--- config.mk ---
export PLATFORM = sky130hd
export DESIGN_NAME = timer_controller
export DESIGN_NICKNAME = d
export VERILOG_FILES = /design/src/rtl/femto_pkg.sv /design/src/rtl/timer_controller.sv
export SDC_FILE = /design/constraint.sdc
export NUM_CORES = 1
export LEC_CHECK = 0
export CAP_MARGIN = 20
export CORE_AREA = 3 3 99 101
export CTS_BUF_LIST = sky130_fd_sc_hd__clkbuf_16
export CTS_CLUSTER_SIZE = 30
export DETAILED_ROUTE_END_ITERATION = 7
export DIE_AREA = 0 0 102 104
export DONT_BUFFER_PORTS = 1
export GPL_ROUTABILITY_DRIVEN = 0
export PLACE_DENSITY_LB_ADDON = 0.08
export SKIP_LAST_GASP = 1
export SYNTH_ARGS = -nofsm -noshare
export SYNTH_HDL_FRONTEND = slang
export SYNTH_SLANG_ARGS = --single-unit
--- constraint.sdc ---
create_clock -name clk -period 5.8 [get_ports clk]
set_input_delay 0.87 -clock clk [delete_from_list [all_inputs] [get_ports clk]]
set_output_delay 0.87 -clock clk [all_outputs]
set_load 0.05 [all_outputs]
--- src/rtl/femto_pkg.sv ---
`default_nettype none

package femto_pkg;

    localparam int xlen = 32;

    // access size of a bus transfer
    typedef enum logic [1:0] {
        acc_byte,
        acc_half,
        acc_word
    } bus_acc_e;

    // request fields shared by every slave
    typedef struct packed {
        logic [xlen-1:0] addr;
        logic            w_rb;
        bus_acc_e        acc;
        logic [xlen-1:0] wdata;
    } bus_req_t;

    // address map
    localparam logic [xlen-1:0] tcm_addr      = 32'h1000_0000;
    localparam logic [xlen-1:0] tcm_sel_mask  = 32'hffff_0000;

    localparam logic [xlen-1:0] gpio_addr     = 32'h2000_0000;
    localparam logic [xlen-1:0] gpio_sel_mask = 32'hffff_f000;

    localparam logic [xlen-1:0] tmr_addr      = 32'h2000_1000;
    localparam logic [xlen-1:0] tmr_sel_mask  = 32'hffff_f000;

    localparam logic [xlen-1:0] rst_addr      = 32'h2000_2000;
    localparam logic [xlen-1:0] rst_sel_mask  = 32'hffff_f000;

    // bit positions in the block reset vector
    typedef enum logic [1:0] {
        rst_tcm  = 2'd0,
        rst_gpio = 2'd1,
        rst_tmr  = 2'd2
    } rst_idx_e;

    localparam int rst_width = 3;

endpackage

`default_nettype wire

--- src/rtl/timer_controller.sv ---
`timescale 1ns/1ps
`default_nettype none

module timer_controller (
    input  logic                         clk,
    input  logic                         rst_n,
    input  femto_pkg::bus_req_t          req,
    input  logic                         valid,
    output logic [femto_pkg::xlen-1:0]   rdata,
    output logic                         resp,
    output logic                         fault,
    output logic                         irq
);
    import femto_pkg::*;

    typedef enum logic [1:0] {
        reg_count,
        reg_cmp,
        reg_ctrl
    } tmr_reg_e;

    logic [xlen-1:0] count_q;
    logic [xlen-1:0] cmp_q;
    logic            en_q;
    tmr_reg_e        sel;
    logic            bad_acc;
    logic            wr;

    assign sel     = tmr_reg_e'(req.addr[3:2]);
    // word access only
    assign bad_acc = valid && req.acc != acc_word;
    assign wr      = valid && req.w_rb && !bad_acc;

    always_ff @(posedge clk) begin
        if (!rst_n) begin
            count_q <= '0;
            cmp_q   <= '0;
            en_q    <= 1'b0;
            resp    <= 1'b0;
            fault   <= 1'b0;
        end else begin
            resp <= valid && !bad_acc;
            if (bad_acc) begin
                fault <= 1'b1;
            end
            // software write wins over the increment
            if (wr && sel == reg_count) begin
                count_q <= req.wdata;
            end else if (en_q) begin
                count_q <= count_q + xlen'(1);
            end
            if (wr && sel == reg_cmp) begin
                cmp_q <= req.wdata;
            end
            if (wr && sel == reg_ctrl) begin
                en_q <= req.wdata[0];
            end
        end
    end

    always_ff @(posedge clk) begin
        if (valid && !req.w_rb) begin
            case (sel)
                reg_count: rdata <= count_q;
                reg_cmp:   rdata <= cmp_q;
                reg_ctrl:  rdata <= xlen'(en_q);
                default:   rdata <= '0;
            endcase
        end
    end

    assign irq = en_q && count_q >= cmp_q;

endmodule

`default_nettype wire

# Word level (Yosys, flattened, before mapping)

Index checks and enable logic that the tools add are counted.
Widths: inputs -> output; s select.

Add/sub/neg operators: 1
Reductions and logical operators: 13
Mux-type cells: 3
$lt $le $gt $ge: 1
Eq/ne operators: 3

Operators with widths:

| operator              | count |
|---|---|
| $pmux 32 s3           | 1 |
| $mux 32               | 2 |
| $add 32x1->32 const B | 1 |
| $ge 32x32->1          | 1 |
| $logic_and 1x1->1     | 9 |
| $eq 2x1->1 const B    | 1 |
| $eq 2x2->1 const B    | 1 |
| $logic_not 1->1       | 2 |
| $logic_not 2->1       | 1 |
| $ne 2x2->1 const B    | 1 |
| $reduce_bool 2->1     | 1 |

Flip-flop bits (word level): 99
Output and inout port bits: 35

# Longest topological paths before layout

Depth after elaboration: 6
Depth in mapped cells: 7
Depth with buffers taken out: 7

# Worst setup path after synthesis

OpenSTA, ideal clock, no wires.

Path type: register -> output
From: reg count_q[0]
To: out irq
Data required time: 4930 ps
Slack: 2673 ps
Cell stages (with the launch flop): 8
Path buffers: 0
Arrival: 2257 ps
Path through: dfxtp_1 > inv_1 > ha_1 > nand2b_1 > a2111o_1 > a311o_1 > a211oi_1 > o21ai_0

Word-level cells in the longest chain between the ends: 2

RTL lines:

| item                   | RTL line               | RTL |
|---|---|---|
| start, declared        | timer_controller.sv:22 | `logic [xlen-1:0] count_q;` |
| start signal, assigned | timer_controller.sv:48 | `count_q <= req.wdata;` |
| start signal, assigned | timer_controller.sv:50 | `count_q <= count_q + xlen'(1);` |
| $ge 32x32->1           | timer_controller.sv:72 | `assign irq = en_q && count_q >= cmp_q;` |
| $logic_and 1x1->1      | timer_controller.sv:72 |  |
| end, declared          | timer_controller.sv:12 | `output logic irq` |

Every way passes these cells.

# Final worst setup path

Ends and elaborated chain as after synthesis.

==> results.sh <==
export IMPL_outcome="finished, final reports clean"
export IMPL_arrival_ps=2810
export IMPL_holdCritPathClass="register to register"
export IMPL_hp_start="cmp_q[27]"
export IMPL_drc=0
export IMPL_worstSetupEndpointType="primary output"
export IMPL_synth_edf_count=32
export IMPL_maxSlewViolCount=0
export IMPL_placed_cells=673
export IMPL_period_share_pct=63.44
export IMPL_p_per_area_mw_per_mm2=253.9
export IMPL_critPathLaunch="count_q[0]"
export IMPL_grt_pass1_vias=4043
export IMPL_chipHeight_um=104
export IMPL_worstReg2RegStart="count_q[3]"
export IMPL_synth_cell_type_count=48
export IMPL_die_w_um=102
export IMPL_syn_cell_area_mm2=0.005376
export IMPL_hold_viol=0
export IMPL_fill_cells=852
export IMPL_overflow=0
export IMPL_finalWorstSetupSlack_ps=2121
export IMPL_synth_top_area_cell="dfxtp_1"
export IMPL_fmax_mhz=271.8
export IMPL_tightest_slew_ps=1025
export IMPL_path_cells="inv_1, ha_1, nand2b_1, a2111o_1, a311o_1, a211oi_1, o21ai_1"
export IMPL_final_cells=689
export IMPL_crit_fanout=5
export IMPL_rows=35
export IMPL_avgSynthCellArea_um2=9.006
export IMPL_clk_path_buf_depth=2
export IMPL_worst_path_stages=7
export IMPL_ys_ff_latch=99
export IMPL_cap_violations=0
export IMPL_area_growth_pct=5.073
export IMPL_grt_max_degree=59
export IMPL_synth_area_leaders="dfxtp_1 25%, edfxtp_1 18%, ha_1 7.7%"
export IMPL_die_area_mm2=0.01061
export IMPL_wire_per_inst_um=17.11
export IMPL_hold_depth=2
export IMPL_initial_core_util_pct=59.02
export IMPL_ys_flop_type="dfxtp_1"
export IMPL_routed_wl_um=11790
export IMPL_nets=676
export IMPL_synth_top_area_share_pct=24.95
export IMPL_slew_headroom_pct=31.66
export IMPL_total_power_mw=1.434
export IMPL_setup_tns_ps=0
export IMPL_cts_sink_count=99
export IMPL_rsz0062_at_grt="no"
export IMPL_ys_warn_count=0
export IMPL_ant_nets=0
export IMPL_cts_tree="yes"
export IMPL_antenna_cells=0
export IMPL_synth_cells=597
export IMPL_fin_crit_ps=3679
export IMPL_slowest_stage="o21ai_1"
export IMPL_fin_skew_ps=7.887
export IMPL_first_iter_violations=185
export IMPL_ctsHtreeMaxLevel=3
export IMPL_drtPass1Iterations=4
export IMPL_drive_gt1_share_pct=5.536
export IMPL_critPathTopFamily="compound AO/OA/AOI/OAI gates"
export IMPL_vias=4123
export IMPL_ys_seq_area_share_pct=42.82
export IMPL_slowest_delay_ps=450
export IMPL_hpwl_um=7796
export IMPL_grt_pass1_wl_um=20190
export IMPL_ys_top_cells_by_count="81 x nand2_1, 67 x dfxtp_1, 54 x nor2_1, 46 x a21oi_1, 41 x mux2i_1"
export IMPL_root_buffer="clkbuf_16"
export IMPL_vias_per_cell=5.984
export IMPL_antenna_found_initial=0
export IMPL_grt_usage_pct=23.74
export IMPL_postCtsResizedCells=0
export IMPL_pre_cts_ws_ps=2490
export IMPL_post_cts_buffers=0
export IMPL_leakage_nw=2.155
export IMPL_reg2reg_depth=5
export IMPL_cts_hold_fix_buffers=0
export IMPL_coreArea_mm2=0.009109
export IMPL_pin_count=105
export IMPL_clock_latency_ps=340
export IMPL_synth_nets=700
export IMPL_cp_required_ps=4930
export IMPL_setup_viol=0
export IMPL_ir_drop_v=0.0001594
export IMPL_synth_most_common_cell="nand2_1"
export IMPL_critical_path_class="register to primary output"
export IMPL_synthArstFlopShare_pct=0
export IMPL_clkTransAtPathRegs_ps=70
export IMPL_cts_inserted_buffers=9
export IMPL_port_buffers=0
export IMPL_critPathBufInv=1
export IMPL_cp_start_kind="register"
[worst reg2reg max path, stage by stage, from the launching register on]
cell     delay, ps
dfxtp_1        470
and4_1         350
and4_1         490
nand3_1        150
or3_1          370
a31oi_1        150
[state kept, by name (all words and copies together), names as in the netlist]
name,count
count_q,32
resp,1
rdata,32
fault,1
en_q,1
cmp_q,32
[final timing paths]
kind / end / slack, ps
max reg2reg: count_q[23] / 3750
min reg2reg: cmp_q[27] / 470
max: irq / 2120
min: cmp_q[27] / 470
[stage by stage]
stage | utilization, % | hold WS, ps | area, um^2
floorplan | - | 449.0 | 5376
global placement | 58.87 | 457.7 | 5363
detailed placement | 58.87 | 461.1 | 5363
CTS | 62.02 | 469.9 | 5649
global route | 62.02 | 487.3 | 5649
finish | 62.02 | 468.9 | 5649
[cell usage in the layout, fill, tap and decap left out, types with 2 or more instances in the layout]
master / n
a21o_1: 3
ha_1: 33
mux2i_1: 41
o21ai_0: 8
dfxtp_1: 67
a21oi_1: 46
or3_1: 4
nor3_1: 3
nand2_1: 81
nor2_1: 53
and4_1: 8
a31o_2: 3
nand2b_1: 3
clkbuf_16: 9
nor4_1: 5
inv_1: 39
a211oi_1: 19
or4_1: 3
clkinvlp_4: 2
and3_1: 8
xnor2_1: 3
nand4_1: 27
nand3_1: 29
and3_2: 2
buf_4: 4
nand4_2: 2
xor2_1: 17
edfxtp_1: 32
[cell families after synthesis]
logic type | Yosys count | share of synthesized area [%]
mux | 41 | 7.633
buf+inv | 76 | 6.237
compound gates | 88 | 9.984
simple gates | 240 | 22.39
flops | 99 | 42.82
xor+xnor | 20 | 3.258
fa+ha+maj | 33 | 7.680
[layer usage]
layer  vias up  routed length, um  share of wire (%)  global-route usage (%)
li1       2071                  -                  -                       -
met1      1938               5180                 44                   32.19
met2       100               5689                 48                   37.56
met3        14                732                6.2                   5.433
met4         0                188                1.6                   7.216
met5         -                  0                  0                       0
[power breakdown]
part / switching (mW) / leakage (nW) / internal [mW] / total, mW
logic: 0.0444 / 1.16 / 0.0340 / 0.0784
clock network: 0.250 / 0.141 / 0.329 / 0.579
registers: 0.0444 / 0.853 / 0.732 / 0.777
total: 0.339 / 2.16 / 1.10 / 1.43
[area by class of cell]
type                       instances  area [um^2]  share of cell area (%)
clock buffer                       9        225.2                   3.987
multi-input combinational        422         2753                   48.73
timing repair buffer               4        30.03                  0.5316
inverter                          37        138.9                   2.458
sequential                        99         2302                   40.75
tap                              111        138.9                   2.458
clock inverter                     7        61.31                   1.085
Power figures use the tool's default switching activity.
