===== config.mk =====
export PLATFORM = sky130hd
export DESIGN_NAME = gpio_controller
export DESIGN_NICKNAME = d
export VERILOG_FILES = /design/src/rtl/femto_pkg.sv /design/src/rtl/gpio_controller.sv
export SDC_FILE = /design/constraint.sdc
export NUM_CORES = 1
export LEC_CHECK = 0
export BUFFER_PORTS_ARGS = -buffer_cell sky130_fd_sc_hd__buf_4
export CORE_ASPECT_RATIO = 0.75
export CORE_MARGIN = 8
export CORE_UTILIZATION = 36
export CTS_BUF_LIST = sky130_fd_sc_hd__clkbuf_8
export CTS_CLUSTER_DIAMETER = 120
export DETAILED_ROUTE_END_ITERATION = 10
export HOLD_SLACK_MARGIN = 0.02
export PLACE_DENSITY = 0.77
export SLEW_MARGIN = 20
export SYNTH_ARGS = -nofsm -noshare
export SYNTH_HDL_FRONTEND = slang
export SYNTH_SLANG_ARGS = --single-unit

===== constraint.sdc =====
create_clock -name clk -period 0.9 [get_ports clk]
set_input_delay 0.135 -clock clk [delete_from_list [all_inputs] [get_ports clk]]
set_output_delay 0.135 -clock clk [all_outputs]
set_load 0.05 [all_outputs]

===== src/rtl/femto_pkg.sv =====
`default_nettype none

package femto_pkg;

    localparam int xlen = 32;

    // access size of a bus transfer
    typedef enum logic [1:0] {
        acc_byte,
        acc_half,
        acc_word
    } bus_acc_e;

    // request fields shared by every slave
    typedef struct packed {
        logic [xlen-1:0] addr;
        logic            w_rb;
        bus_acc_e        acc;
        logic [xlen-1:0] wdata;
    } bus_req_t;

    // address map
    localparam logic [xlen-1:0] tcm_addr      = 32'h1000_0000;
    localparam logic [xlen-1:0] tcm_sel_mask  = 32'hffff_0000;

    localparam logic [xlen-1:0] gpio_addr     = 32'h2000_0000;
    localparam logic [xlen-1:0] gpio_sel_mask = 32'hffff_f000;

    localparam logic [xlen-1:0] tmr_addr      = 32'h2000_1000;
    localparam logic [xlen-1:0] tmr_sel_mask  = 32'hffff_f000;

    localparam logic [xlen-1:0] rst_addr      = 32'h2000_2000;
    localparam logic [xlen-1:0] rst_sel_mask  = 32'hffff_f000;

    // bit positions in the block reset vector
    typedef enum logic [1:0] {
        rst_tcm  = 2'd0,
        rst_gpio = 2'd1,
        rst_tmr  = 2'd2
    } rst_idx_e;

    localparam int rst_width = 3;

endpackage

`default_nettype wire


===== src/rtl/gpio_controller.sv =====
`timescale 1ns/1ps
`default_nettype none

module gpio_controller #(
    parameter int gpio_width = 8
) (
    input  logic                         clk,
    input  logic                         rst_n,
    input  femto_pkg::bus_req_t          req,
    input  logic                         valid,
    output logic [femto_pkg::xlen-1:0]   rdata,
    output logic                         resp,
    output logic                         fault,
    input  logic [gpio_width-1:0]        gpio_i,
    output logic [gpio_width-1:0]        gpio_o,
    output logic [gpio_width-1:0]        gpio_oe
);
    import femto_pkg::*;

    typedef enum logic [1:0] {
        reg_out,
        reg_dir,
        reg_in
    } gpio_reg_e;

    logic [gpio_width-1:0] out_q;
    logic [gpio_width-1:0] dir_q;
    logic [gpio_width-1:0] in_meta;
    logic [gpio_width-1:0] in_q;
    gpio_reg_e             sel;
    logic                  wr_in;

    assign sel   = gpio_reg_e'(req.addr[3:2]);
    assign wr_in = valid && req.w_rb && sel == reg_in;

    // two-flop input synchronizer
    always_ff @(posedge clk) begin
        in_meta <= gpio_i;
        in_q    <= in_meta;
    end

    always_ff @(posedge clk) begin
        if (!rst_n) begin
            out_q <= '0;
            dir_q <= '0;
            resp  <= 1'b0;
            fault <= 1'b0;
        end else begin
            resp <= valid && !wr_in;
            if (wr_in) begin
                fault <= 1'b1;
            end
            if (valid && req.w_rb && sel == reg_out) begin
                out_q <= req.wdata[gpio_width-1:0];
            end
            if (valid && req.w_rb && sel == reg_dir) begin
                dir_q <= req.wdata[gpio_width-1:0];
            end
        end
    end

    always_ff @(posedge clk) begin
        if (valid && !req.w_rb) begin
            case (sel)
                reg_out: rdata <= xlen'(out_q);
                reg_dir: rdata <= xlen'(dir_q);
                reg_in:  rdata <= xlen'(in_q);
                default: rdata <= '0;
            endcase
        end
    end

    assign gpio_o  = out_q;
    assign gpio_oe = dir_q;

endmodule

`default_nettype wire


Word level (Yosys, flattened, before mapping)
Index checks and enable logic that the tools add are counted.
W data, S select, Z words.
- input bits: 78
- output and inout bits: 50
- register bits: 66
- mux-type cells: 1
- equal/unequal tests: 2
- reduce and logical (&&, ||, !) cells: 9
- operators by type and width (kind ; number):
    $pmux W8 S3 ; 1
    $logic_and A1 B1 Y1 ; 6
    $eq A2 B1 Y1 const B ; 1
    $eq A2 B2 Y1 const B ; 1
    $logic_not A1 Y1 ; 2
    $logic_not A2 Y1 ; 1

Depth between registers and ports, before layout
- depth in word-level cells: 4
- gate-level depth with buffers: 4

Worst setup path before layout
OpenSTA, ideal clock, no wires.
- path kind: register -> register
- start: reg dir_q[0] (netlist: gpio_oe[0])
- end: reg rdata[0] (netlist name) (data pin)
- slack: -0.144 ns
- arrival time: 0.897 ns
- setup time: 0.146 ns
- path buffers: 0
- stages on the path, launching flop included: 3
- cells stage by stage: dfxtp_1 > mux2i_1 > o2bb2ai_1
- cells in the longest elaborated chain, start to end: 1
- ends and longest elaborated chain (item ; RTL line ; text):
    from (decl) ; gpio_controller.sv:27 ; logic [gpio_width-1:0] dir_q;
    from (signal assigned) ; gpio_controller.sv:57 ; dir_q <= req.wdata[gpio_width-1:0];
    $pmux W8 S3 ; gpio_controller.sv:64 ; case (sel)
    to (signal assigned) ; gpio_controller.sv:65 ; reg_out: rdata <= xlen'(out_q);
    to (signal assigned) ; gpio_controller.sv:66 ; reg_dir: rdata <= xlen'(dir_q);
    to (signal assigned) ; gpio_controller.sv:67 ; reg_in: rdata <= xlen'(in_q);
    to (decl) ; gpio_controller.sv:11 ; output logic [femto_pkg::xlen-1:0] rdata,
No other way between the ends.
A chain may end at the register's enable or synchronous reset.

Worst setup path in the final report
- start: reg rdata[4] (netlist name)
- end: out rdata[4] (netlist name)
No word-level cell between the ends.

==> qor.csv <==
stage;metric;value;unit
floorplanning;fp.dieW;93.71;um
sta;worst_slew_pin_slew;627.4;ps
worst_hold_path;hold_path_class;in2reg;
logic_synthesis;yosys.area_share.simple;0.08442;
global_route;grt_max_degree;27;
clock_network;clkLatencyLatePin;290;ps
layout;fin_cells;257;
layout;final_cell_area;2392;sq um
layout;drive_gt1_frac;0.4000;
route;firstDrtPassIters;4;
route;drt-total-wl;3740;um
sta;finalCritPeriodShare;1.098;
global_route;overflow;0;
logic_synthesis;synth_area_leaders;dfxtp_1 (42%), mux2i_1 (15%), edfxtp_1 (15%), buf_4 (12%), nand2_1 (5.8%);
layout;diodes;0;
layout;fillers;417;
worst_setup_path;arrival;850;ps
layout;nets;277;
power_and_ir_drop;powerDensity;1742;nW/um^2
job;cap_viol_max_count;0;
route;drc;0;
place;portBuffers;47;
sta;fmax;1.012;GHz
status;violations;setup timing;
logic_synthesis;synth_top_cell_by_area;dfxtp_1;
worst_setup_path;worstPathBufferInverterCount;1;
route;routed_via_density;4.409;
floorplanning;initial_core_util;0.3693;
worst_setup_path;crit_required;760;ps
power_and_ir_drop;ir_drop;1.425;mV
global_route;grt_pass1_vias;1179;
logic_synthesis;synth_top_area_frac;0.4175;
sta;setup_viol;25;
global_route;track_usage;0.1113;
place;dp_hpwl;2801;um
sta;layout_setup_ws;-87.81;ps
logic_synthesis;muxShareOfSynthArea;0.1474;
logic_synthesis;ys_ff_latch;42;
power_and_ir_drop;p_comb_frac;0.171;
logic_synthesis;syn_inst;140;
logic_synthesis;synth_area;1630;sq um
status;status;complete, but fails checks;
power_and_ir_drop;power;4.169;mW
logic_synthesis;synthAdderAreaFrac;0;
route;final_antenna_net_count;0;
layout;syn_to_final_growth;46.74;%
logic_synthesis;ys_seq_area_frac;0.5649;
place;dp_slack;-191.8;ps
place;place_inst;241;
sta;rsz0062_at_grt;true;
worst_setup_path;crit_family;flip-flops;
power_and_ir_drop;p_leak;1.061;nW
clock_network;ctsLongestPathBuffers;2;
sta;skew;5.841;ps
worst_setup_path;critPathMaxStageDelay;390;ps
global_route;antenna_found_initial;0;
clock_network;cts_inserted_buffers;5;
sta;slew_violations;0;
worst_setup_path;crit_fanout;1;
logic_synthesis;yosys_warnings;0;
power_and_ir_drop;seqPwrFrac;0.482;
sta;period_minus_slack;987.8;ps
sta;whs;84.31;ps
clock_network;clk_pin_slew_worst_paths;80;ps
sta;hold_viol;0;
logic_synthesis;yosys.cell_types.count;17;
floorplanning;row_count;21;
floorplanning;die_y;74.28;um
clock_network;h-tree-depth;2;
logic_synthesis;synth_xor_area_frac;0;
place;routabilityCongestion;0.7070;
floorplanning;core-area;4414;sq um
worst_setup_path;endpoint_kind;output pin;
power_and_ir_drop;switching_power;1.144;mW
layout;layout_commonest_cell;nand2_1;
clock_network;cts_num_sinks;42;
logic_synthesis;synth_compound_area_frac;0.05142;
global_route;grt_pass1_wl;5837;um
worst_setup_path;path_cells;buf_6;
route;num_vias;1133;
floorplanning;ios;128;
route;drt-initial-drc-count;36;
worst_setup_path;slowest_stage;edfxtp_1;
place;post_dp_cell_area;2006;sq um
route;wire_per_inst;14.55;um
power_and_ir_drop;swShare;0.2744;
worst_setup_path;critPathLaunchType;flip-flop;
power_and_ir_drop;p_int;3.025;mW
logic_synthesis;synth_top_family_by_area;buffers and inverters;
logic_synthesis;synth.avg_cell_area;11.65;sq um
sta;slew_headroom;0.5809;
worst_setup_path;crit_type;reg2out;
clock_network;cts_root_buf;clkbuf_8;
floorplanning;die_area;6960;sq um
layout;final_cell_mix;nand2_1 (25), conb_1 (24), buf_4 (24), mux2i_1 (23), buf_8 (18);
clock_network;cts_tree;yes;
clock_network;postCtsSetupBuffers;0;
power_and_ir_drop;power_frac_clock;0.347;
==> power by group through the flow <==
stage | clock network (mW) | logic [mW] | registers, mW
detailed placement | 0 | 0.645 | 2.07
floorplan | 0 | 0.422 | 2.19
global placement | 0 | 0.638 | 2.06
global route | 1.58 | 0.750 | 2.02
CTS | 1.49 | 0.711 | 2.03
finish | 1.45 | 0.713 | 2.01
==> logic make-up (layout without fill, tap and decap cells) <==
kind of cell	count (synthesis)	count (layout)
DFF	42	42
buffers and inverters	33	70
and+or+nand+nor	30	30
muxes	24	24
AOI/OAI and AO/OA	10	10
other	1	24
==> final cells by class <==
class	count	area, sq um	area share
clock inverter	3	41.29	0.01726
multi-input combinational	88	558.0	0.2333
timing repair buffer	61	680.7	0.2845
sequential	42	968.4	0.4048
clock buffer	5	68.82	0.02877
inverter	1	3.754	0.001569
tap	57	71.32	0.02981
==> stage by stage <==
stage,TNS (ps),utilization
after floorplan,0,-
after global placement,-2000,0.4544
after detailed placement,-2245,0.4544
after CTS,-1645,0.5354
after global routing,-2167,0.5420
final,-1204,0.5420
==> metal layers <==
layer	vias to the layer above	global-route usage	share of wire
met5	-	0	0
met4	0	0.05254	0.016
met3	6	0.04637	0.077
met2	38	0.1875	0.51
met1	539	0.1200	0.39
li1	550	-	-
==> synthesized netlist by cell type <==
master / instances
inv_1: 1
buf_6: 3
nand2_1: 25
nand4b_1: 1
edfxtp_1: 8
o21a_1: 1
conb_1: 1
a31oi_1: 1
mux2i_1: 24
and4b_1: 1
o2bb2ai_1: 8
clkbuf_1: 1
buf_2: 3
and4bb_1: 1
dfxtp_1: 34
buf_4: 25
nor2b_1: 2
==> path summary, 6_finish.rpt <==
kind	to	cells after the start	from	slack [ps]
worst max-delay path	rdata[4]	1	rdata[4]	-90
worst min-delay path	resp	2	req[34]	80
worst max register to register	rdata[2]	2	gpio_o[2]	50
worst min register to register	in_q[6]	0	in_meta[6]	330
==> what timing repair did <==
action                                  CTS  global route
endpoints found under the setup margin   26            27
gates resized for setup                  46            11
pin swaps                                 0             2
hold endpoints to repair                  8             0
hold buffers                              8             0
==> registers in the layout (all words and copies together), names as in the netlist <==
register  cells
in_meta       8
resp          1
rdata         8
gpio_oe       8
in_q          8
fault         1
gpio_o        8
No activity file was read; power rests on OpenSTA's default activity.
