$ cat src/rtl/femto_pkg.sv
`default_nettype none

package femto_pkg;

    localparam int xlen = 32;

    // access size of a bus transfer
    typedef enum logic [1:0] {
        acc_byte,
        acc_half,
        acc_word
    } bus_acc_e;

    // request fields shared by every slave
    typedef struct packed {
        logic [xlen-1:0] addr;
        logic            w_rb;
        bus_acc_e        acc;
        logic [xlen-1:0] wdata;
    } bus_req_t;

    // address map
    localparam logic [xlen-1:0] tcm_addr      = 32'h1000_0000;
    localparam logic [xlen-1:0] tcm_sel_mask  = 32'hffff_0000;

    localparam logic [xlen-1:0] gpio_addr     = 32'h2000_0000;
    localparam logic [xlen-1:0] gpio_sel_mask = 32'hffff_f000;

    localparam logic [xlen-1:0] tmr_addr      = 32'h2000_1000;
    localparam logic [xlen-1:0] tmr_sel_mask  = 32'hffff_f000;

    localparam logic [xlen-1:0] rst_addr      = 32'h2000_2000;
    localparam logic [xlen-1:0] rst_sel_mask  = 32'hffff_f000;

    // bit positions in the block reset vector
    typedef enum logic [1:0] {
        rst_tcm  = 2'd0,
        rst_gpio = 2'd1,
        rst_tmr  = 2'd2
    } rst_idx_e;

    localparam int rst_width = 3;

endpackage

`default_nettype wire

$ cat src/rtl/rst_controller.sv
`timescale 1ns/1ps
`default_nettype none

module rst_controller (
    input  logic                              clk,
    input  logic                              rst_n,
    input  femto_pkg::bus_req_t               req,
    input  logic                              valid,
    output logic [femto_pkg::xlen-1:0]        rdata,
    output logic                              resp,
    output logic                              fault,
    output logic [femto_pkg::rst_width-1:0]   rst_vec
);
    import femto_pkg::*;

    logic [1:0]           sync_q;
    logic [rst_width-1:0] hold_q;
    logic                 bad_acc;
    logic                 hit;

    assign bad_acc = valid && req.acc != acc_word;
    // only the hold register at offset 0
    assign hit     = req.addr[11:2] == '0;

    always_ff @(posedge clk) begin
        if (!rst_n) begin
            sync_q <= '0;
            hold_q <= '0;
            resp   <= 1'b0;
            fault  <= 1'b0;
        end else begin
            sync_q <= {sync_q[0], 1'b1};
            resp   <= valid && !bad_acc;
            if (bad_acc) begin
                fault <= 1'b1;
            end
            if (valid && req.w_rb && !bad_acc && hit) begin
                hold_q <= req.wdata[rst_width-1:0];
            end
        end
    end

    always_ff @(posedge clk) begin
        if (valid && !req.w_rb) begin
            rdata <= hit ? xlen'(hold_q) : '0;
        end
    end

    // bit i low holds block i in reset
    assign rst_vec = {rst_width{sync_q[1]}} & ~hold_q;

endmodule

`default_nettype wire

$ cat config.mk
export PLATFORM = sky130hd
export DESIGN_NAME = rst_controller
export DESIGN_NICKNAME = d
export VERILOG_FILES = /design/src/rtl/femto_pkg.sv /design/src/rtl/rst_controller.sv
export SDC_FILE = /design/constraint.sdc
export NUM_CORES = 1
export LEC_CHECK = 0
export BUFFER_PORTS_ARGS = -buffer_cell sky130_fd_sc_hd__buf_4
export CORE_MARGIN = 2
export CORE_UTILIZATION = 29
export CTS_CLUSTER_DIAMETER = 200
export DETAILED_ROUTE_END_ITERATION = 16
export GPL_TIMING_DRIVEN = 0
export HOLD_SLACK_MARGIN = 0.06
export PLACE_DENSITY = 0.87
export SLEW_MARGIN = 25
export SYNTH_ARGS = -nofsm -noshare
export SYNTH_HDL_FRONTEND = slang
export SYNTH_SLANG_ARGS = --single-unit
$ cat constraint.sdc
create_clock -name clk -period 3.06 [get_ports clk]
set_input_delay 0.153 -clock clk [delete_from_list [all_inputs] [get_ports clk]]
set_output_delay 0.153 -clock clk [all_outputs]
set_load 0.005 [all_outputs]
======== Word level (Yosys, flattened, before mapping) ========
Cells that the tools add are included.
cells by class
  eq/ne operators ......................... 1
  multiplexer cells ....................... 1
  bitwise gates (word level) .............. 2
  reduce and logical (&&, ||, !) cells .... 9
operators with widths
  operator                              number
  10-bit logical NOT                    1
  1-bit logical AND                     6
  3-bit AND                             1
  3-bit inverter                        1
  1-bit logical NOT                     2
  2-bit != test, second input constant  1
  1-bit 2-to-1 mux                      1
storage, ports and cells
  register bits after elaboration ......... 39
  bits of input ports ..................... 70
  output and inout bits ................... 37
  word-level logic and storage cells ...... 20

======== Logic depth before layout (Yosys ltp) ========
Gate-level depths: netlist of run 1.
  word-level depth ........................ 5
  depth in mapped cells ................... 3
  mapped depth without buffers ............ 3

======== Worst setup path before layout of run 1 ========
Ideal clock, no wire load.
  path type ............................... input -> register
  start point ............................. input req[44] in the netlist's numbering
  end point ............................... register hold_q[0]
  library setup time ...................... 72 ps
  arrival time ............................ 1260 ps
  required time ........................... 2988 ps
  setup slack ............................. 1729 ps
  cell stages on the path ................. 3
  buffers on the path ..................... 0
  path through ............................ or4_4 nor4_4 mux2i_1
between the ends
  word-level cells in the longest chain between the ends .. 2
RTL lines
  item                  RTL line              text
  start, declared       rst_controller.sv:7   input femto_pkg::bus_req_t req,
  10-bit logical NOT    rst_controller.sv:23  assign hit = req.addr[11:2] == '0;
  1-bit logical AND     rst_controller.sv:37  if (valid && req.w_rb && !bad_acc && hit) begin
  end signal, assigned  rst_controller.sv:38  hold_q <= req.wdata[rst_width-1:0];
  end, declared         rst_controller.sv:17  logic [rst_width-1:0] hold_q;
No other way between the ends.
A chain may end at the register's enable or synchronous reset.

======== Worst setup path in the final report of run 1 ========
  start point ............................. input req[44] in the netlist's numbering
  end point ............................... register hold_q[2]
Same word-level chain as after synthesis.

==> metrics.md, run 1 <==
| Metric | Value |
|---|---|
| TritonCTS Buffers | 3 |
| Fmax | 775 MHz |
| Final slew viol count | 0 |
| CP cell instances | buf_4 -> or4_4 -> nor4_4 -> mux2i_1 |
| Most frequent cells after synthesis | buf_4, dfxtp_1, nand2_1, nor2b_1, and2_1 |
| Internal cell power | roughly 240 uW |
| Critical Path RT | 3.24 ns |
| Highest layer used for signal routing | met3 |
| Clock power frac | slightly below 30% |
| Post-synth top area cell | buf_4 |
| DR vias/cell | between 3 and 4 |
| Hpwl dp | 1130 um |
| CTS Buffer Depth | 2 |
| Die Y | 51.3 um |
| Final setup viols | 0 |
| Die area | between 2000 and 3000 um^2 |
| Initial antenna violation count | 0 |
| Synthesized area per cell | roughly 9.5 um^2 |
| CP top delay family | simple AND/OR/NAND/NOR gates |
| Skew-Pair Late Insertion Delay | ~0.26 ns |
| Max-cap violations | 0 |
| CP Max Fanout | 3 |
| Routed wl met2 | ~760 um |
| Fraction of the yosys area taken by sequential cells | between 30% and 40% |
| CP Launch Type | primary input |
| Pin count of the biggest net entering global routing | 10 |
| M1 WL | 353 um |
| CP max-delay cell | or4_4 |
| Avg WL per Cell | about 7.9 um |
| Status | completed |
| First-pass GRT wire length | 1880 um |
| Critical path endpoint category | register |
| Placed inst area | roughly 980 um^2 |
| WL met3 | around 120 um |
| Total track usage | about a tenth |
| Number of port buffers | 26 |
| Core area | approximately 2200 um^2 |
| Minimum clock period after layout | between 1 and 1.5 ns |
| Fin nets | a little under 200 |
| Arrival @ worst endpoint | between 1 and 1.5 ns |
| Synth Instances | 68 |
| Buffers and inverters on the worst path | 1 |
| Antenna Cells | 0 |
| Total I/O pin count | around 110 |
| Yosys warns | 0 |
| Synth Area in Simple Gates | roughly 24% |
| Die Span X | roughly 51 um |
| Vias | about 530 |
| Final ANT Viol Nets | 0 |
| RSZ-0062 raised after global routing | false |
| Reg area | around 230 um^2 |
| Mapped cell area | approximately 650 um^2 |
| Global route total overflow | 0 |
| Cell area after layout | roughly 1000 um^2 |
| Post-synth EDFFs | 3 |
| Static Leak | 0.000554 uW |
| Synth Area in XOR/XNOR | 0% |
| Top post-synthesis cells by area | buf_4, dfxtp_1, edfxtp_1, nor2b_1, mux2i_1 |
| CTS tree | done |
| CP Class | in2reg |
| CTS HTree Levels | 1 |
| TNS Setup | 0 ns |
| Routed WL | between 1000 and 1500 um |
| Final period util | between 40% and 50% |
| DRT Pass-1 Iters | 4 |
| Routability Congestion | ~0.63 |
| Post-synthesis adder-cell area fraction | 0% |
| CTS Sinks | 10 |
| Post-synthesis mux area share | ~4.6% |
| Yosys reg bits | 10 |
| Clk root buf | clkbuf_4 |
| Hold Fails Final Rpt | 0 |
| Max VDD drop | about 0.15 mV |
| DR DRC count | 0 |
| Largest family of logic cells by synthesized area | buffers and inverters |
| Logic gate share of total power | between 20% and 30% |
| Initial Util | between 20 and 30% |
| Final Skew | 0.00362 ns |
| Area delta synth->final | 57.2% |
| Worst Hold Class | in2reg |
| Complex-gate fraction of the synthesized area | less than 1% |
| # rows | 17 |
| Async SR Flop Fraction | 0% |
| P_sw | about 67 uW |
| Switching part of the total | a little over a fifth |
| Multi-input gate area | between 300 and 400 um^2 |
| Critical Path Max Stage Delay | around 0.55 ns |
| Cts repair resizes | 0 |
| Post-synth top area share | about a third |
| Distinct cells, synth | 17 |
| PD cells | approximately 300 nW/um^2 |
| Count leader, synth | buf_4 |
| Iter 0 DRT Violations | 7 |
| Clock transition at path regs | around 0.060 ns |
| # fillers | between 200 and 250 |
| Layout cell share with drive strength beyond 1 | approximately 49% |
| Register share of total power | 46.2% |
| Main synth FF type | dfxtp_1 |
| Vias in the first global route | just under 500 |
power by group through the flow:
stage	Combinational [uW]	Sequential, uW	Clock [uW]
finish	75.1	142	89.8
global route	82.4	142	102
CTS	73.7	142	93.3
detailed placement	72.7	145	0
global placement	71.4	144	0
floorplan	45.2	145	0
area by class of cell:
cell class,instances,share of cell area [%]
buffer,30,21.7
clock buffer,4,2.57
multi-input combinational,56,29.7
sequential,10,22.5
tap,28,3.43
timing repair buffer,27,20.1
layout by cell type, fill, tap and decap left out, types with 2 or more instances in the layout:
| cell type | n |
|---|---|
| and2_1 | 4 |
| clkbuf_1 | 2 |
| or4_4 | 2 |
| nand2_1 | 6 |
| clkbuf_4 | 3 |
| mux2i_1 | 3 |
| edfxtp_1 | 3 |
| nor2b_1 | 5 |
| buf_4 | 55 |
| dfxtp_1 | 7 |
| conb_1 | 29 |
logic make-up after synthesis:
group                  Yosys count
flip-flops                      10
other                            1
AND/OR/NAND/NOR                 23
AO/OA/AOI/OAI                    1
multiplexers                     3
buffers and inverters           30
what timing repair did:
action,CTS,global route
hold endpoints to repair,1,0
hold buffers,1,0
setup buffers,0,0
registers in the layout, summed over array words and instances (netlist names):
| name | cells |
|---|---|
| hold_q | 3 |
| fault | 1 |
| resp | 1 |
| sync_q | 2 |
| rdata | 3 |
tightest hold or removal path, stage by stage:
cell	delay, ns
buf_4	0.11
nand2_1	0.04
mux2i_1	0.06
metal layers:
metal  up-vias  GRT usage (%)
li1        279              -
met1       225           8.80
met2        30           19.3
met3         0           2.05
met4         0           6.58
met5         -              0
path summary, 6_finish.rpt:
path              startpoint   endpoint  slack, ns  cells past startpoint
setup reg to reg   hold_q[2]   rdata[2]       2.35                      1
hold reg to reg    sync_q[0]  sync_q[1]       0.43                      1
hold / removal        req[0]  hold_q[0]       0.16                      3
setup / recovery     req[44]  hold_q[2]       1.77                      4
through the flow:
step                      hold slack, ns  total power, uW  worst slack [ns]  instances  utilization, %
after detailed placement           0.268              217              1.48        150            45.4
after CTS                          0.154              309              1.76        155            47.1
final                              0.161              307              1.77        155            47.1
after global routing               0.149              326              1.73        155            47.1
after floorplan                    0.181              190              1.73         96               -
after global placement             0.267              216              1.56        150            45.4
No activity file was read; power rests on OpenSTA's default activity.
==> run 2, diff against run 1 <==
ABC_AREA = 1   (was unset)
PLACE_DENSITY = 0.83   (was 0.87)
clock period = 1.32 ns   (was 3.06 ns; I/O delays follow)
==> metrics.md, run 2 <==
| Metric | Value |
|---|---|
| Status | completed (unchanged) |
| Final slew viol count | 0 (unchanged) |
| Top post-synthesis cells by area | buf_4, dfxtp_1, edfxtp_1, nor2_1, bufinv_8 (was buf_4, dfxtp_1, edfxtp_1, nor2b_1, mux2i_1) |
| # rows | 18 (was 17) |
| Post-synth top area cell | buf_4 (unchanged) |
| Initial Util | 30.0% (was 29.9%) |
| CP Max Fanout | 3 (unchanged) |
| Synth Instances | 94 (was 68) |
| Clock transition at path regs | 0.07 ns (was 0.06 ns) |
| Fmax | ~940 MHz |
| Main synth FF type | dfxtp_1 (unchanged) |
| First-pass GRT wire length | 1900 um (was 1880 um) |
| PD cells | 695 nW/um^2 (was 300 nW/um^2) |
| Hold Path Depth | 4 (was 3) |
| Non-filler cells, final | 184 (was 155) |
| Core Util, Final | 46.2% (was 47.1%) |
| Static Leak | 0.000658 uW (was 0.000554 uW) |
| Die area | 2940 um^2 (was 2630 um^2) |
| Hold Fails Final Rpt | 0 (unchanged) |
| Minimum clock period after layout | 1.07 ns |
| Number of port buffers | 26 (unchanged) |
| Most common cell after layout, fill and taps aside | buf_4 (unchanged) |
| DR vias/cell | 3.24 (was 3.45) |
| DRT Pass-1 Iters | 3 (was 4) |
| Count leader, synth | buf_4 (unchanged) |
| Pwr Total | 782 uW (was 307 uW) |
| Total track usage | 9.05% (was 9.81%) |
| Vias in the first global route | 497 (was 484) |
| Final ANT Viol Nets | 0 (unchanged) |
| Final setup viols | 0 (unchanged) |
| DR DRC count | 0 (unchanged) |
| TritonCTS Buffers | 3 (unchanged) |
| TNS Setup | 0 ns (unchanged) |
| CP Class | in2reg (unchanged) |
| CTS tree | done (unchanged) |
| Die Y | 54.2 um (was 51.3 um) |
| Critical path endpoint category | register (unchanged) |
| Fraction of the yosys area taken by sequential cells | 31.5% (was 35.5%) |
| Skew-Pair Late Insertion Delay | 0.26 ns (about the same) |
| Antenna Cells | 0 (unchanged) |
| Die Span X | 54.2 um (was 51.3 um) |
| Max-cap violations | 0 (unchanged) |
| Post-synth EDFFs | 3 (unchanged) |
| Yosys reg bits | 10 (unchanged) |
| Async SR Flop Fraction | 0% (unchanged) |
| Hpwl dp | 1130 um (about the same) |
| CTS HTree Levels | 1 (unchanged) |
| # fillers | 240 (was 223) |
| CTS Buffer Depth | 2 (unchanged) |
| Global route total overflow | 0 (unchanged) |
| Cts repair resizes | 0 (unchanged) |
| Fin nets | 225 (was 198) |
| Worst Hold Class | in2reg (unchanged) |
| Mapped cell area | 731 um^2 (was 649 um^2) |
| Pin count of the biggest net entering global routing | 7 (was 10) |
| RSZ-0062 raised after global routing | false (unchanged) |
| Most frequent cells after synthesis | buf_4, nor2_1, inv_1, nand2_1, dfxtp_1 (was buf_4, dfxtp_1, nand2_1, nor2b_1, and2_1) |
| Max VDD drop | 0.374 mV (was 0.150 mV) |
| Routability Congestion | 0.726 (was 0.627) |
| Setup slack after layout | 0.251 ns (was 1.77 ns) |
| Critical Path RT | 1.25 ns (was 3.24 ns) |
| Total I/O pin count | 107 (unchanged) |
| Iter 0 DRT Violations | 8 (was 7) |
| Reg2Reg Depth | 2 (was 1) |
| Clk root buf | clkbuf_4 (unchanged) |
| Initial antenna violation count | 0 (unchanged) |
| Final Skew | 0.000658 ns (was 0.00362 ns) |
| Avg WL per Cell | 7.04 um (was 7.94 um) |
| Post-synth top area share | 29.8% (was 33.5%) |
| Pre-CTS WS | 0.377 ns (was 1.48 ns) |
| Most frequent cells in the layout | buf_4, conb_1, nor2_1 (was buf_4, conb_1, dfxtp_1) |
| Layout cell share with drive strength beyond 1 | 44.2% (was 48.8%) |
| Arrival @ worst endpoint | 1.00 ns (was 1.47 ns) |
| Yosys warns | 0 (unchanged) |
| Largest registers | hold_q x3, rdata x3, sync_q x2 (unchanged) |
| CTS Sinks | 10 (unchanged) |
| CP Launch Type | primary input (unchanged) |
| Synthesized area per cell | 7.77 um^2 (was 9.55 um^2) |
| Distinct cells, synth | 15 (was 17) |
| Placed Instances | 178 (was 150) |
| Core area | 2430 um^2 (was 2170 um^2) |
| Vias | 596 (was 534) |
| Final period util | 81.0% |
| Post-CTS setup buffer count | 0 (unchanged) |
| Area delta synth->final | 53.9% (was 57.2%) |
| Routed WL | 1300 um (was 1230 um) |
## run 2: cell types whose count changed in the layout (fill, tap and decap cells not counted), sizes merged, moves of 2 or more
cell / delta
and2: -4
bufinv: +3
inv: +14
mux2i: -3
nand2: +4
nand3: +6
nor2: +17
nor2b: -5
nor3: +2
or4: -2
## run 2: cell type report
| type | instances | area, um^2 | share of cell area [%] |
|---|---|---|---|
| multi-input combinational | 66 | 283 | 25.1 |
| sequential | 10 | 230 | 20.5 |
| buffer | 29 | 218 | 19.4 |
| timing repair buffer | 28 | 215 | 19.1 |
| inverter | 17 | 105 | 9.34 |
| tap | 30 | 37.5 | 3.34 |
| clock buffer | 4 | 36.3 | 3.23 |
## run 2: worst paths after layout
| check | from | endpoint | slack [ns] |
|---|---|---|---|
| setup / recovery | valid | rdata[1] | 0.25 |
| hold / removal | req[32] | resp | 0.1 |
| setup reg to reg | hold_q[1] | rdata[1] | 0.45 |
| hold reg to reg | sync_q[0] | sync_q[1] | 0.42 |
## run 2: kinds of logic (layout without fill, tap and decap cells)
family,Yosys count,in the layout,synth area share [%]
flip-flops,10,10,31.5
other,1,29,0.513
buffers and inverters,46,78,44.2
AND/OR/NAND/NOR,36,36,23.1
AO/OA/AOI/OAI,1,1,0.684
## run 2: power breakdown
group,leakage [uW],total (uW),internal [uW],switching [uW]
registers,0.0000866,328,325,3.05
logic,0.000550,181,113,67.6
clock network,0.0000210,273,167,106
## run 2: what timing repair did
action,in CTS,in global routing
hold buffers,2,0
hold endpoints to repair,5,0
setup endpoints to repair,0,0
## run 2: worst max-delay path, stage by stage
cell,delay [ns]
dlygate4sd3_1,0.53
buf_4,0.12
inv_1,0.03
nor2_1,0.25
## run 2: metal layers
layer | track usage (%) | part of all wire (%) | vias up
met5 | 0 | 0 | -
met4 | 3.75 | 0 | 0
met3 | 3.33 | 13 | 0
met2 | 17.5 | 52 | 31
met1 | 8.35 | 35 | 225
li1 | - | - | 340
## run 2: metrics by stage
step	instance area, um^2	hold WS [ns]
floorplan	836	0.0937
global placement	1070	0.222
detailed placement	1070	0.221
CTS	1120	0.0933
global route	1120	0.114
finish	1120	0.0976
==> run 3, diff against run 2 <==
CORE_ASPECT_RATIO = 2   (was unset)
CORE_UTILIZATION = 26   (was 29)
PLACE_DENSITY = 0.79   (was 0.83)
clock period = 0.9 ns   (was 1.32 ns; I/O delays follow)
==> metrics.md, run 3 (same netlist as run 2, synthesis figures left out) <==
| Metric | Value |
|---|---|
| Status | completed (unchanged) |
| Number of port buffers | 26 (unchanged) |
| Total I/O pin count | 107 (unchanged) |
| Critical path endpoint category | register (unchanged) |
| Die Span X | 41.5 um (was 54.2 um) |
| Arrival @ worst endpoint | 0.91 ns (was 1.00 ns) |
| Critical Path Max Stage Delay | 0.33 ns (was 0.53 ns) |
| Largest registers | hold_q x3, rdata x3, sync_q x2 (unchanged) |
| Hpwl dp | 1240 um (was 1130 um) |
| DRT Pass-1 Iters | 2 (was 3) |
| DR vias/cell | 3.51 (was 3.24) |
| Routed WL | 1370 um (was 1300 um) |
| DR DRC count | 0 (unchanged) |
| Hold Fails Final Rpt | 0 (unchanged) |
| Final Skew | 0.00231 ns (was 0.000658 ns) |
| Avg WL per Cell | 7.53 um (was 7.04 um) |
| Worst Hold Class | in2reg (unchanged) |
| Static Leak | 0.000661 uW (was 0.000658 uW) |
| Fin nets | 224 (was 225) |
| Fmax | 1190 MHz |
| Most frequent cells in the layout | buf_4, conb_1, nor2_1 (unchanged) |
| Minimum clock period after layout | about 0.84 ns |
| Placed inst area | 1070 um^2 (about the same) |
| Global Route met1 Usage | 5.17% (was 8.35%) |
| Cell area after layout | 1130 um^2 (was 1120 um^2) |
| PD cells | 1140 nW/um^2 (was 695 nW/um^2) |
| TritonCTS Buffers | 3 (unchanged) |
| RSZ-0062 raised after global routing | false (unchanged) |
| CTS tree | done (unchanged) |
| Critical Path RT | 0.97 ns (was 1.25 ns) |
| Met2 Usage GRT | 18.9% (was 17.5%) |
| CP Max Fanout | 2 (was 3) |
| CP cell instances | bufinv_8 -> nor3_1 (was dlygate4sd3_1 -> buf_4 -> inv_1 -> nor2_1) |
| Skew-Pair Late Insertion Delay | 0.23 ns (was 0.26 ns) |
| Antenna Cells | 0 (unchanged) |
| CTS Sinks | 10 (unchanged) |
| Vias | 639 (was 596) |
| Die area | 3280 um^2 (was 2940 um^2) |
| WHS | 0.0749 ns (was 0.0976 ns) |
| Iter 0 DRT Violations | 9 (was 8) |
| Area delta synth->final | 55.0% (was 53.9%) |
| Core Util, Final | 41.9% (was 46.2%) |
| CTS Buffer Depth | 2 (unchanged) |
| Grt peak-use layer | met2 (unchanged) |
| CP max-delay cell | dfxtp_1 (was dlygate4sd3_1) |
| Layout cell share with drive strength beyond 1 | 44.4% (was 44.2%) |
| Non-filler cells, final | 182 (was 184) |
| Placed Instances | 177 (was 178) |
| Global route total overflow | 0 (unchanged) |
| Initial Util | 27.0% (was 30.0%) |
| Final period util | between 90% and 100% |
| Final slew viol count | 0 (unchanged) |
| CTS HTree Levels | 1 (unchanged) |
| Vias in the first global route | 570 (was 497) |
| Core area | 2700 um^2 (was 2430 um^2) |
| Clock transition at path regs | 0.05 ns (was 0.07 ns) |
| Met3 usage | 2.73% (was 3.33%) |
| Max-cap violations | 0 (unchanged) |
| Clk root buf | clkbuf_8 (was clkbuf_4) |
| CP Class | reg2reg (was in2reg) |
| CP Launch Type | register (was primary input) |
| Post-CTS setup buffer count | 0 (unchanged) |
| Final setup viols | 0 (unchanged) |
| Initial antenna violation count | 0 (unchanged) |
| Pin count of the biggest net entering global routing | 7 (unchanged) |
| Die Y | 79.0 um (was 54.2 um) |
| Routability Congestion | 0.667 (was 0.726) |
| First-pass GRT wire length | 2140 um (was 1900 um) |
| Max VDD drop | 0.790 mV (was 0.374 mV) |
| # rows | 27 (was 18) |
| Total track usage | 8.70% (was 9.05%) |
| TNS Setup | 0 ns (unchanged) |
| Most common cell after layout, fill and taps aside | buf_4 (unchanged) |
| Final ANT Viol Nets | 0 (unchanged) |
run 3: worst paths after layout:
path	start	endpoint	slack, ns	cells after the start
max	hold_q[2]	rdata[2]	0.06	2
min	valid	fault	0.07	3
max reg2reg	hold_q[2]	rdata[2]	0.06	2
min reg2reg	sync_q[0]	sync_q[1]	0.42	2
run 3: critical path, delay by kind of cell (launching register included):
family	cells	cell delay, ns
flops	1	0.33
buf+inv	1	0.18
simple gates	1	0.17
run 3: per-layer routing:
| metal | routed length, um | up-vias |
|---|---|---|
| met5 | 0 | - |
| li1 | - | 337 |
| met2 | 811 | 40 |
| met3 | 166 | 2 |
| met4 | 15 | 0 |
| met1 | 378 | 260 |
run 3: stage by stage:
stage / total power, uW / worst slack, ns
floorplan: 651 / 0.128
global placement: 743 / -0.0249
detailed placement: 746 / -0.0507
CTS: 1300 / 0.0498
global route: 1350 / 0.00481
finish: 1290 / 0.0618
run 3: cell type report:
type / instances / area (um^2)
sequential: 10 / 230
fill: 294 / 1570
timing repair buffer: 27 / 205
tap: 29 / 36.3
multi-input combinational: 66 / 283
buffer: 29 / 218
clock buffer: 4 / 55.1
inverter: 17 / 105
run 3: report_power, final:
part / total, uW / switching (uW) / internal (uW) / leakage [uW]
Combinational: 262 / 98.9 / 164 / 0.000546
Sequential: 482 / 4.18 / 478 / 0.0000866
Clock: 546 / 163 / 383 / 0.0000288
run 3: timing repair:
action	4_1_cts	5_1_grt
hold buffers	1	0
endpoints found under the hold margin	2	0
endpoints found under the setup margin	0	0
gates resized for setup	0	0
